## config.mk

```make
export PLATFORM = sky130hd
export DESIGN_NAME = wb_csr_file
export DESIGN_NICKNAME = d
export VERILOG_FILES = /design/src/design/wb_pkg.sv /design/src/design/wb_csr_file.sv
export SDC_FILE = /design/constraint.sdc
export NUM_CORES = 1
export LEC_CHECK = 0
export BUFFER_PORTS_ARGS = -buffer_cell sky130_fd_sc_hd__buf_4
export CORE_MARGIN = 1
export CORE_UTILIZATION = 41
export CTS_CLUSTER_DIAMETER = 150
export DETAILED_ROUTE_END_ITERATION = 16
export GPL_TIMING_DRIVEN = 0
export SETUP_SLACK_MARGIN = 0.05
export SYNTH_ARGS = -nofsm -noshare
export SYNTH_HDL_FRONTEND = slang
export SYNTH_SLANG_ARGS = --single-unit
```

## constraint.sdc

```tcl
create_clock -name clk -period 19.9 [get_ports clk]
set_clock_uncertainty 0.15 [all_clocks]
set_input_delay 1.99 -clock clk [delete_from_list [all_inputs] [get_ports clk]]
set_output_delay 1.99 -clock clk [all_outputs]
set_load 0.01 [all_outputs]
```

## src/design/wb_pkg.sv

```systemverilog
package wb_pkg;

    // writeback source selected by the decoder.
    typedef enum logic [3:0] {
        WB_NOP,
        WB_EXE,
        WB_MEM,
        WB_IMM,
        WB_PC4,
        WB_CSRRW,
        WB_CSRRS,
        WB_CSRRC,
        WB_CSRRWI,
        WB_CSRRSI,
        WB_CSRRCI
    } wb_ctrl_e;

    typedef enum logic [3:0] {
        TRAP_NOP,
        TRAP_ECALL,
        TRAP_EBREAK,
        TRAP_MRET
    } trap_e;

    // everything the memory stage hands over to writeback.
    typedef struct packed {
        logic        valid;
        trap_e       trap;
        logic [63:0] exe;  // alu result, also the rs1 value for csr ops.
        logic [63:0] mem;
        logic [4:0]  rd;
        logic [4:0]  rs1;
        logic [11:0] csr;
        logic [63:0] imm;
        logic [63:0] zimm;
        logic [63:0] pc;
        wb_ctrl_e    ctrl;
    } wb_bundle_t;

    typedef struct packed {
        logic        we;
        logic [4:0]  rd;
        logic [63:0] data;
    } commit_t;

    typedef struct packed {
        logic        valid;
        logic [63:0] pc;
    } redirect_t;

    typedef struct packed {
        wb_ctrl_e    op;
        logic [11:0] addr;
        logic [63:0] operand;
        trap_e       trap;
        logic [63:0] pc;
    } csr_req_t;

    localparam logic [11:0] CSR_MSTATUS  = 12'h300;
    localparam logic [11:0] CSR_MTVEC    = 12'h305;
    localparam logic [11:0] CSR_MSCRATCH = 12'h340;
    localparam logic [11:0] CSR_MEPC     = 12'h341;
    localparam logic [11:0] CSR_MCAUSE   = 12'h342;

    localparam logic [63:0] CAUSE_BREAKPOINT = 64'd3;
    localparam logic [63:0] CAUSE_ECALL_M    = 64'd11;

endpackage

```

## src/design/wb_csr_file.sv

```systemverilog
module wb_csr_file #(
    parameter logic [63:0] MTVEC_RESET = 64'h0000_0000_8000_0100
) (
    input  logic              clk,
    input  logic              rst,
    input  wb_pkg::csr_req_t  req,
    output logic [63:0]       rdata,
    output wb_pkg::redirect_t redirect
);

    import wb_pkg::*;

    logic [63:0] mstatus;
    logic [63:0] mtvec;
    logic [63:0] mepc;
    logic [63:0] mcause;
    logic [63:0] mscratch;

    logic [63:0] csr_old;
    logic [63:0] csr_new;
    logic        csr_hit;
    logic        csr_wen;
    logic        trap_entry;

    always_comb begin
        csr_old = 64'd0;
        csr_hit = 1'b1;
        case (req.addr)
            CSR_MSTATUS:  csr_old = mstatus;
            CSR_MTVEC:    csr_old = mtvec;
            CSR_MEPC:     csr_old = mepc;
            CSR_MCAUSE:   csr_old = mcause;
            CSR_MSCRATCH: csr_old = mscratch;
            default:      csr_hit = 1'b0; // unimplemented, reads as zero.
        endcase
    end

    assign rdata = csr_old;

    // set and clear with nothing to set or clear leave the csr alone.
    always_comb begin
        csr_new = csr_old;
        csr_wen = 1'b0;
        case (req.op)
            WB_CSRRW, WB_CSRRWI: begin
                csr_new = req.operand;
                csr_wen = csr_hit;
            end
            WB_CSRRS, WB_CSRRSI: begin
                csr_new = csr_old | req.operand;
                csr_wen = csr_hit && (req.operand != 64'd0);
            end
            WB_CSRRC, WB_CSRRCI: begin
                csr_new = csr_old & ~req.operand;
                csr_wen = csr_hit && (req.operand != 64'd0);
            end
            default: begin
                csr_wen = 1'b0;
            end
        endcase
    end

    assign trap_entry = (req.trap == TRAP_ECALL) || (req.trap == TRAP_EBREAK);

    always_ff @(posedge clk or posedge rst) begin
        if (rst) begin
            mstatus  <= 64'd0;
            mtvec    <= MTVEC_RESET;
            mepc     <= 64'd0;
            mcause   <= 64'd0;
            mscratch <= 64'd0;
        end else begin
            if (csr_wen) begin
                case (req.addr)
                    CSR_MSTATUS:  mstatus  <= csr_new;
                    CSR_MTVEC:    mtvec    <= csr_new;
                    CSR_MEPC:     mepc     <= csr_new;
                    CSR_MCAUSE:   mcause   <= csr_new;
                    CSR_MSCRATCH: mscratch <= csr_new;
                    default: ;
                endcase
            end
            if (trap_entry) begin
                mepc   <= req.pc;
                mcause <= (req.trap == TRAP_ECALL) ? CAUSE_ECALL_M : CAUSE_BREAKPOINT;
            end
        end
    end

    // trap entry jumps to the handler base, mret returns to the saved pc.
    assign redirect.valid = (req.trap != TRAP_NOP);
    assign redirect.pc    = (req.trap == TRAP_MRET) ? mepc : mtvec;

    // the commit unit must never issue a trap and a csr op together.
    a_trap_excludes_op : assert property (
        @(posedge clk) disable iff (rst) (req.trap != TRAP_NOP) |-> (req.op == WB_NOP)
    ) else $error("wb_csr_file: trap issued together with a csr op");

endmodule

```

==> metrics.txt <==
status completed; setup violators final 0; port bufs 273; switching share of total power 27.1%; initial core utilization between 40% and 50%; startpoint types primary input; most common cell after layout, fill and taps aside dfrtp_1; Max stage delay on crit path 0.86 ns; Final Hold Fails 0; post-synthesis cell count around 1700; Die Wd just over 200 um; Worst Path Arrival 4.80 ns; Critical Path RT 17.76 ns; P per Cell Area between 70 and 80 nW/um^2; VDD IR-drop max 0.0512 mV; post-synth cell types 68; nets@finish 2143; vias in the first global route around 16000; Tightest Pin Transition 1.11 ns; number of cell rows 74; post-route clock period utilization 34.9%; Clk pin slew, worst setup/hold paths 0.06 ns; routability cong. between 0.9 and 1; fmax 144 MHz; slowest cell on the critical path buf_1; clk sinks 320; GRT Total Usage 34.9%; Critical R2R Launch mcause[3]$_DFFE_PP0P_; gr ovfl total 0; Post-synth EDFFs 0; total number of vias roughly 16000; worst r2r path cells 6; sequential fraction of the synthesis area 47.1%; H-tree depth 2; R2R setup slack 17.53 ns; setup repair bufs after CTS 0; DRC 0; share of the synthesized area in the top cell type 46.7%; largest net degree at the start of global routing 125; Final ANT Viol Nets 0; Yosys reg bits 320; sequential share of power a little over two fifths; Die ar. 42300 um^2; clock latency at the later pin of the worst-skew pair 0.53 ns; Crit path buffers/inverters 4; syn avg cell area approximately 10 um^2; Tmin final 6.94 ns; root buf cell clkbuf_16; DRT Pass-1 Iters 5; Die Height 206 um; Pint 1170 uW; Max Transition Viols Final 0; Psw 433 uW; total power 1600 uW; Total Routed Length 74.2 mm; CP cell instances buf_4, nor4b_2, and4_1, buf_2, buf_1, a221o_1, buf_4; CTS tree built; Logic pwr share 11.9%; share of cells above drive strength 1 29.6%; setup TNS 0 ns; Core Box Area 40900 um^2; Post-CTS Hold Fix Bufs 0; Ys Warns 0; area leader, netlist dfrtp_1; post-CTS resize count 0; Area contributors post-synth dfrtp_1 47%, o2bb2ai_2 5.3%, o21ai_0 5.0%; fin cells 2557; Area Growth Syn to Fin 23.8%; CP Max Fanout 10; unrepaired setup endpoints after global routing false; leakage slightly above 0.009 uW; dpl hpwl 51.1 mm; dpl cells about 2500; clock share of power 44.1%; most frequent cells in the layout 318 x dfrtp_1, 287 x buf_4, 170 x nand2_1, 170 x o21ai_0, 83 x nor2_1; Vias/cell 6.44; ys async rst share 100%; Critical Path End Type primary output; Max transition margin 26.2%; Hold Path Sink mstatus[47]$_DFFE_PP0P_; Mapped Area ~17000 um^2; mean routed wirelength per cell slightly below 30 um; first-pass GRT wire length 107 mm; hold path start mstatus[47]$_DFFE_PP0P_; critical path class primary input to primary output; max capacitance violation total 0; Hold Path Stages 2; Max Buffers Root-to-Sink 3; most used cell, CP buf_4; Inserted Clock Buffers 39; Starting DRT DRC Count 1858; r2r endpoint mcause[3]$_DFFE_PP0P_; initial antenna violation count 5; I/O Pins 279; syn nets 1827; Most used DFF post-synth dfrtp_1; CP top delay family buffers and inverters; Worst Hold Class flip-flop to flip-flop
## cell type report
cell class              instances  area (um^2)
diodes                          3         7.51
plain buffers                 178          875
clock buffers                  61         1210
clock inverters                 9         51.3
fillers                      3887        19900
inverters                      10         45.0
multi-input cells            1169         8100
flip-flops and latches        320         8010
well taps                     532          666
repair buffers                275         2100
## layer usage
metal / wire length, um / track usage (%) / up-vias
li1: - / - / 7010
met1: 30700 / 48.4 / 8277
met5: 15 / 0 / -
met4: 3200 / 14.7 / 2
met3: 7650 / 8.38 / 176
met2: 32600 / 51.8 / 994
## state kept, by name (all words and copies together) (netlist names)
signal and cells:
mepc 64, mstatus 64, mcause 64, mscratch 64
mtvec 64
## power groups by stage
stage	Sequential, uW	Combinational (uW)	Clock [uW]
detailed placement	714	186	0
CTS	703	186	706
global placement	714	181	0
global route	707	202	737
finish	704	190	706
floorplan	705	103	0
## logic make-up after synthesis
family | count (synthesis) | share of synthesized area, %
buffers and inverters | 188 | 5.36
AO/OA/AOI/OAI | 673 | 30.6
flip-flops | 320 | 47.1
adder cells (fa/ha/maj) | 1 | 0.0661
multiplexers | 80 | 5.18
XOR/XNOR | 2 | 0.103
AND/OR/NAND/NOR | 413 | 11.6
## per-stage QoR
stage	area (um^2)	hold WS, ns	setup slack, ns	utilization, %
final	21100	0.332	12.96	51.5
after global routing	21100	0.349	12.94	51.5
after detailed placement	19800	0.320	13.06	48.4
after global placement	19700	0.310	5.01	48.2
after CTS	21100	0.333	13.05	51.5
after floorplan	17000	0.296	8.91	-
## Yosys cell counts, drive strengths merged, types with 4 or more instances
cell	count
a21o	6
a21oi	69
a221o	38
a222oi	17
a22o	5
a22oi	99
a31oi	45
and3	49
buf	109
clkbuf	69
dfrtp	318
inv	10
mux2	65
mux2i	15
nand2	170
nand3	39
nand4	8
nor2	83
nor4	19
o2111ai	4
o21a	18
o21ai	176
o22ai	7
o2bb2ai	114
o31a	17
o31ai	46
or3	18
## worst reg2reg max path, delay by kind of cell (launching register included)
kind,cells,cell delay [ns]
AOI/OAI and AO/OA,4,0.87
DFF,1,0.38
muxes,1,0.26
and+or+nand+nor,1,0.61
## worst max-delay path by stage
stage / startpoint / to / slack (ns) / depth (start not counted)
floorplan: rst / mcause[0]$_DFFE_PP0P_ / 8.91 / 1
global placement: rst / mepc[30]$_DFFE_PP0P_ / 5.01 / 2
detailed placement: req[143] / rdata[2] / 13.06 / 7
CTS: req[143] / rdata[2] / 13.05 / 7
global route: req[67] / redirect[49] / 12.94 / 7
finish: req[143] / rdata[2] / 12.96 / 7
Note: power is estimated with default switching activity, not from simulation.
