`config.mk`:
```
export PLATFORM = sky130hd
export DESIGN_NAME = wb_stage_reg
export DESIGN_NICKNAME = d
export VERILOG_FILES = /design/src/design/wb_pkg.sv /design/src/design/wb_stage_reg.sv
export SDC_FILE = /design/constraint.sdc
export NUM_CORES = 1
export LEC_CHECK = 0
export ABC_CLOCK_PERIOD_IN_PS = 12800
export BUFFER_PORTS_ARGS = -buffer_cell sky130_fd_sc_hd__buf_2
export CORE_AREA = 5 5 273 275
export DETAILED_ROUTE_END_ITERATION = 7
export DIE_AREA = 0 0 278 280
export GPL_TIMING_DRIVEN = 0
export PLACE_DENSITY_LB_ADDON = 0.1
export SKIP_LAST_GASP = 1
export SLEW_MARGIN = 10
export SYNTH_ARGS = -nofsm -noshare
export SYNTH_HDL_FRONTEND = slang
export SYNTH_SLANG_ARGS = --single-unit
```
`constraint.sdc`:
```
create_clock -name clk -period 12.8 [get_ports clk]
set_clock_uncertainty 0.05 [all_clocks]
set_input_delay 0.64 -clock clk [delete_from_list [all_inputs] [get_ports clk]]
set_output_delay 0.64 -clock clk [all_outputs]
set_load 0.05 [all_outputs]
```
`src/design/wb_pkg.sv`:
```
package wb_pkg;

    // writeback source selected by the decoder.
    typedef enum logic [3:0] {
        WB_NOP,
        WB_EXE,
        WB_MEM,
        WB_IMM,
        WB_PC4,
        WB_CSRRW,
        WB_CSRRS,
        WB_CSRRC,
        WB_CSRRWI,
        WB_CSRRSI,
        WB_CSRRCI
    } wb_ctrl_e;

    typedef enum logic [3:0] {
        TRAP_NOP,
        TRAP_ECALL,
        TRAP_EBREAK,
        TRAP_MRET
    } trap_e;

    // everything the memory stage hands over to writeback.
    typedef struct packed {
        logic        valid;
        trap_e       trap;
        logic [63:0] exe;  // alu result, also the rs1 value for csr ops.
        logic [63:0] mem;
        logic [4:0]  rd;
        logic [4:0]  rs1;
        logic [11:0] csr;
        logic [63:0] imm;
        logic [63:0] zimm;
        logic [63:0] pc;
        wb_ctrl_e    ctrl;
    } wb_bundle_t;

    typedef struct packed {
        logic        we;
        logic [4:0]  rd;
        logic [63:0] data;
    } commit_t;

    typedef struct packed {
        logic        valid;
        logic [63:0] pc;
    } redirect_t;

    typedef struct packed {
        wb_ctrl_e    op;
        logic [11:0] addr;
        logic [63:0] operand;
        trap_e       trap;
        logic [63:0] pc;
    } csr_req_t;

    localparam logic [11:0] CSR_MSTATUS  = 12'h300;
    localparam logic [11:0] CSR_MTVEC    = 12'h305;
    localparam logic [11:0] CSR_MSCRATCH = 12'h340;
    localparam logic [11:0] CSR_MEPC     = 12'h341;
    localparam logic [11:0] CSR_MCAUSE   = 12'h342;

    localparam logic [63:0] CAUSE_BREAKPOINT = 64'd3;
    localparam logic [63:0] CAUSE_ECALL_M    = 64'd11;

endpackage

```
`src/design/wb_stage_reg.sv`:
```
module wb_stage_reg #(
    parameter logic [63:0] RESET_PC = 64'h0000_0000_8000_0000
) (
    input  logic               clk,
    input  logic               rst,
    input  logic               enable,
    input  wb_pkg::wb_bundle_t d,
    output wb_pkg::wb_bundle_t q
);

    import wb_pkg::*;

    // the register comes out of reset holding a bubble, so nothing retires
    // until a real instruction has been loaded.
    always_ff @(posedge clk or posedge rst) begin
        if (rst) begin
            q <= '{
                valid: 1'b0,
                trap:  TRAP_NOP,
                exe:   64'd0,
                mem:   64'd0,
                rd:    5'd0,
                rs1:   5'd0,
                csr:   12'd0,
                imm:   64'd0,
                zimm:  64'd0,
                pc:    RESET_PC,
                ctrl:  WB_NOP
            };
        end else if (enable) begin
            q <= d;
        end
        // with enable low the stage is stalled and keeps its instruction.
    end

    // a stray x on valid would leak into every commit downstream.
    a_valid_known : assert property (
        @(posedge clk) disable iff (rst) !$isunknown(q.valid)
    ) else $error("wb_stage_reg: q.valid is unknown");

endmodule

```
==> results of run 1 <==
==> per-stage QoR <==
step	hold WS, ns	util (%)
6_report	0.07988	28.58
3_3_place_gp	0.4350	26.34
5_1_grt	0.1125	28.57
3_5_place_dp	0.4366	26.47
2_1_floorplan	0.6830	-
4_1_cts	0.07016	28.55
==> routing by layer <==
layer	vias up	track usage, %	share of wire (%)
li1	4130	-	-
met1	4570	13.71	37
met2	333	23.32	54
met3	73	3.969	6.8
met4	4	3.905	2.3
met5	-	0	0.052
==> synth_stat cells, drive strengths merged <==
| library cell | count | share of area (%) |
|---|---|---|
| buf | 39 | 3.1 |
| dfrtp | 350 | 61 |
| dfstp | 1 | 0.18 |
| inv | 1 | 0.026 |
| mux2 | 351 | 35 |
==> cells in the final DEF, fill, tap and decap left out <==
master        n
inv_8         1
diode_2       8
clkinvlp_4    2
buf_16        3
clkbuf_16    47
buf_8        11
clkbuf_1      9
inv_6         2
buf_6        22
buf_2       709
dfstp_2       1
clkinv_2      7
dfrtp_1     350
mux2_4      290
bufinv_16     2
mux2_2       61
clkbuf_8     12
==> kinds of logic (layout without fill, tap and decap cells) <==
family	count (synthesis)	in the layout	synth area share (%)
flops	351	351	61.55
mux	351	351	35.32
buf+inv	40	827	3.130
other cells	0	8	0
==> worst max-delay path by stage <==
stage | startpoint | to | slack, ns | cells after the start
6_report | q[35] | q[35] | 10.75 | 1
5_1_grt | q[35] | q[35] | 10.69 | 1
4_1_cts | q[35] | q[35] | 10.68 | 1
3_5_place_dp | rst | q[140] | 10.62 | 4
3_3_place_gp | rst | q[101] | -3.11 | 2
2_1_floorplan | rst | q[0] | 2.38 | 1
==> final cells by class <==
cell class / instances / area (um2) / share of cell area [%]
antenna: 8 / 20.02 / 0.09716
buffer: 39 / 442.9 / 2.150
clock buffer: 68 / 1375 / 6.674
clock inverter: 13 / 127.6 / 0.6194
inverter: 1 / 11.26 / 0.05465
multi-input combinational: 351 / 5041 / 24.47
sequential: 351 / 8785 / 42.64
tap: 959 / 1200 / 5.824
timing repair buffer: 706 / 3601 / 17.48
==> power by group <==
| part | total (uW) | switching [uW] | leakage, uW | internal (uW) |
|---|---|---|---|---|
| Sequential | 1280 | 58.6 | 0.00410 | 1220 |
| Combinational | 862 | 583 | 0.00568 | 279 |
| Clock | 1290 | 508 | 0.000741 | 780 |
==> results by group, run 1 <==
Run status
  – Status: finished clean

Min path
  – Worst Hold Class: primary input to asynchronous set/reset pin

Logic synthesis
  – Sequential fraction of the synthesis area: 61.55%
  – Netlist cell types: 8
  – Post-Synthesis Mean Instance Area: 19.24 um2
  – Post-synthesis register bit count: 351
  – Mapped Cells: 742
  – Synthesized area: 14270 um2
  – Synthesized net count: 1096
  – YS warnings: 0

Clock tree
  – Resize count post-CTS: 0
  – CTS H-tree lvls: 2
  – Post-CTS Setup Repair Bufs: 0
  – CTS tree: done
  – Clk_lat worst skew: 0.55 ns
  – CTS Sinks: 351
  – Clk slew on worst S/H paths: 0.06 ns
  – Clock tree buffer depth: 3
  – Clock Tree Root: clkbuf_16
  – CTS Hold Bufs: 0
  – Clock buffer count from CTS: 46

Worst setup path
  – Delay-heaviest family, CP: flip-flops
  – Slowest CP cell: dfstp_2
  – Startpoint types: flop
  – Critical path arrival: 1.36 ns
  – Reg2Reg Setup Slack: 11.95 ns
  – Crit end category: output pin
  – Kind of critical path: flop to output pin
  – Max Fanout on Critical Path: 2
  – Worst reg-to-reg path cell count: 1
  – Crit Reg-Reg Startpoint: q[342]
  – CP bufs+invs: 1
  – Reg2reg end: q[342]
  – Crit-path cells: buf_2
  – CP required: 12.11 ns
  – Max incr delay on CP: 0.52 ns

Detailed routing
  – Post-DRT Antenna Nets: 0
  – Via/cell ratio: 3.650
  – # DRC: 0
  – Routed WL: 51740 um
  – Vias after detailed routing: 9110
  – Pre-Repair DR Iteration Count: 4
  – DR iter-0 viols: 200
  – Wire length per cell: 20.73 um

Floorplan
  – Die span in y: 280 um
  – Core Area: 72090 um2
  – Die area: 77840 um2
  – Chip Width: 278 um
  – I/O Pins: 705
  – Initial core utilization: 19.80%
  – Row count: 99

Cells and area
  – Fillers: 7571
  – Largest register FFs: 351
  – Fin nets: 1850
  – Largest registers: q: 351 flops
  – Area Overhead vs Synth: 44.36%
  – Post-route insts no fill: 2496
  – Largest Register: q
  – Post-route design area: 20600 um2
  – Share of cells above drive strength 1: 76.52%

GRT
  – Total track usage: 12.57%
  – Largest net degree at the start of global routing: 106
  – Grt ovf: 0
  – Initial antenna violation count: 11
  – Vias in the first global route: 10.37k
  – First-pass GRT wire length: 73990 um

Place
  – IO Port Bufs: 703
  – Area after DPL: 19080 um2
  – Pre-CTS setup slack: 10.62 ns
  – DP HPWL: 40060 um
  – Placed Cells: 2407
  – Gpl congestion: 0.7544

Timing
  – Fmax: 487.9 MHz
  – Slew HR: 57.95%
  – Setup TNS: 0 ns
  – Period utilization: 16.01%
  – Hold Vio Cnt, Final: 0
  – RSZ-0062 raised after global routing: no
  – Final worst setup slack: 10.75 ns
  – Worst slew pin tran: 0.6308 ns
  – Fin. max-slew vios: 0
  – Post-layout min period: 2.050 ns
  – # setup viols final: 0

Power and ir drop
  – Cell Pwr Density: 166.5 nW/um2
  – Peak VDD IR: 92.32 uV
  – Pleak: 0.01052 uW
  – PnR Total Power: 3431 uW

Job
  – Max-cap violations: 0
Power figures use the tool's default switching activity.
==> run 2, diff against run 1 <==
--- a/config.mk
+++ b/config.mk
@@ -5,7 +5,7 @@
 export SDC_FILE = /design/constraint.sdc
 export NUM_CORES = 1
 export LEC_CHECK = 0
-export ABC_CLOCK_PERIOD_IN_PS = 12800
+export ABC_CLOCK_PERIOD_IN_PS = 1900
 export BUFFER_PORTS_ARGS = -buffer_cell sky130_fd_sc_hd__buf_2
 export CORE_AREA = 5 5 273 275
 export DETAILED_ROUTE_END_ITERATION = 7
==> constraint.sdc (replaced) <==
create_clock -name clk -period 1.9 [get_ports clk]
set_clock_uncertainty 0.05 [all_clocks]
set_input_delay 0.095 -clock clk [delete_from_list [all_inputs] [get_ports clk]]
set_output_delay 0.095 -clock clk [all_outputs]
set_load 0.05 [all_outputs]
==> results by group, run 2 (same netlist as run 1, synthesis figures left out) <==
Detailed routing
  – Top Metal Used: met5
  – Routed length on met2: 28320 um (+1.0%)
  – M1 wire length: 19680 um (+3.9%)
  – Routed WL: 52710 um (+1.9%)
  – Post-DRT Antenna Nets: 0 (unchanged)
  – Wire length per cell: 18.47 um (-11%)
  – # DRC: 0 (unchanged)
  – Via/cell ratio: 3.708 (+1.6%)
  – DR iter-0 viols: 165 (-18%)
  – Pre-Repair DR Iteration Count: 4 (unchanged)
  – Vias after detailed routing: 10.58k (+16%)
  – DR WL met3: 3023 um (-14%)

Floorplan
  – Die span in y: 280 um (unchanged)
  – Row count: 99 (unchanged)
  – I/O Pins: 705 (unchanged)
  – Die area: 77840 um2 (unchanged)
  – Initial core utilization: 19.80% (unchanged)
  – Chip Width: 278 um (unchanged)
  – Core Area: 72090 um2 (unchanged)

Clock tree
  – CTS H-tree lvls: 2 (unchanged)
  – Clk slew on worst S/H paths: 0.06 ns (about the same)
  – CTS Sinks: 351 (unchanged)
  – Clock Tree Root: clkbuf_16
  – CTS tree: done
  – Clock tree buffer depth: 3 (unchanged)
  – Clk_lat worst skew: 0.56 ns (about the same)
  – Resize count post-CTS: 0 (unchanged)
  – Clock buffer count from CTS: 46 (unchanged)

Timing
  – Period utilization: 78.73%
  – Hold Vio Cnt, Final: 0 (unchanged)
  – RSZ-0062 raised after global routing: no
  – # setup viols final: 0 (unchanged)
  – Fin. max-slew vios: 0 (unchanged)
  – Slew HR: 74.42% (+16 points)
  – Final worst setup slack: 0.4042 ns (-10.35 ns)
  – Fmax: 668.5 MHz
  – Post-layout min period: 1.496 ns
  – Worst slew pin tran: 0.3824 ns (-0.2483 ns)

Cells and area
  – Post-route insts no fill: 2854 (+14%)
  – Diode count: 0 (-8)
  – Largest registers: q: 351 flops
  – Fillers: 7309 (-3.5%)
  – Share of cells above drive strength 1: 62.01% (-15 points)
  – Largest Register: q
  – Area Overhead vs Synth: 70.08%
  – Most frequent cells in the layout: buf_2, dlygate4sd3_1, dfrtp_1
  – Fin nets: 2213 (+20%)
  – Commonest non-fill, non-tap cell in the layout: buf_2
  – Largest register FFs: 351 (unchanged)

Worst setup path
  – Startpoint types: flop
  – CP required: 1.75 ns (-10.36 ns)
  – Delay-heaviest family, CP: flip-flops
  – Crit end category: output pin
  – Critical path arrival: 1.35 ns (about the same)
  – Max Fanout on Critical Path: 2 (unchanged)
  – Crit-path cells: buf_2
  – Kind of critical path: flop to output pin
  – Slowest CP cell: dfstp_2
  – CP bufs+invs: 1 (unchanged)
  – Max incr delay on CP: 0.52 ns (about the same)

Place
  – Gpl congestion: 0.7696 (+2.0%)
  – Placed Cells: 2417 (+0.42%)
  – IO Port Bufs: 703 (unchanged)
  – Pre-CTS setup slack: 0.2526 ns (-10.37 ns)
  – DP HPWL: 40250 um (+0.48%)

GRT
  – Initial antenna violation count: 1 (-10)
  – Grt ovf: 0 (unchanged)
  – Largest net degree at the start of global routing: 34 (-68%)
  – Vias in the first global route: 12.03k (+16%)
  – First-pass GRT wire length: 77310 um (+4.5%)
  – Total track usage: 12.80% (+0.23 points)

Min path
  – Worst Hold Class: primary input to flop

Run status
  – Status: finished clean

Job
  – Max-cap violations: 0 (unchanged)

Power and ir drop
  – Cell Pwr Density: 970.3 nW/um2 (+480%)
  – Pleak: 0.01206 uW (+15%)
  – Peak VDD IR: 523.4 uV (+470%)
-- run 2: cell types whose count changed in the layout (fill, tap and decap cells not counted), moves of 2 or more --
cell / before / now
dlygate4sd3_1: 0 / 353
buf_12: 0 / 10
clkbuf_1: 9 / 17
diode_2: 8 / 0
clkinv_2: 7 / 4
bufinv_16: 2 / 0
-- run 2: worst paths after layout --
check	slack, ns	from	depth (start not counted)	endpoint
setup / recovery	0.40	q[35]	1	q[35]
hold / removal	0.11	enable	3	q[197]
setup reg to reg	1.04	q[271]	1	q[271]
hold reg to reg	0.45	q[215]	1	q[215]
max in group asynchronous	0.42	rst	8	q[268]
min in group asynchronous	0.17	rst	4	q[153]
-- run 2: stage by stage --
step | setup TNS, ns | instance area [um2] | utilization [%] | power (uW) | hold slack, ns
global route | 0 | 24270 | 33.67 | 24600 | 0.1001
finish | 0 | 24270 | 33.67 | 23550 | 0.1149
global placement | -2035.62 | 18990 | 26.35 | 14640 | 0.2773
detailed placement | 0 | 19280 | 26.74 | 14680 | 0.01296
CTS | 0 | 24270 | 33.67 | 24090 | 0.08560
floorplan | -1032.27 | 14280 | - | 12920 | 0.1923
-- run 2: timing repair --
action / CTS / global route
setup buffers: 0 / 0
hold buffers: 353 / 0
hold endpoints to repair: 508 / 0
-- run 2: final cells by class --
type	count	area [um2]	area share, %
Tap cell	959	1200	4.943
Multi-Input combinational cell	351	5041	20.77
Timing Repair Buffer	1069	7335	30.21
Sequential cell	351	8785	36.19
Inverter	1	7.507	0.03093
Clock buffer	77	1419	5.845
Buffer	39	442.9	1.825
Clock inverter	7	45.04	0.1856
-- run 2: layer usage --
metal	vias to the layer above	track usage (%)
li1	4850	-
met4	2	4.222
met5	-	0
met2	356	24.29
met1	5287	14.10
met3	89	2.946
-- run 2: report_power, final --
part	internal, uW	switching (uW)
sequential	8230	397
clock	5060	3390
combinational	2400	4080
-- run 2: worst min-delay path, cell delays in order --
cell and delay [ns]:
buf_6 0.14, buf_2 0.21, mux2_2 0.24
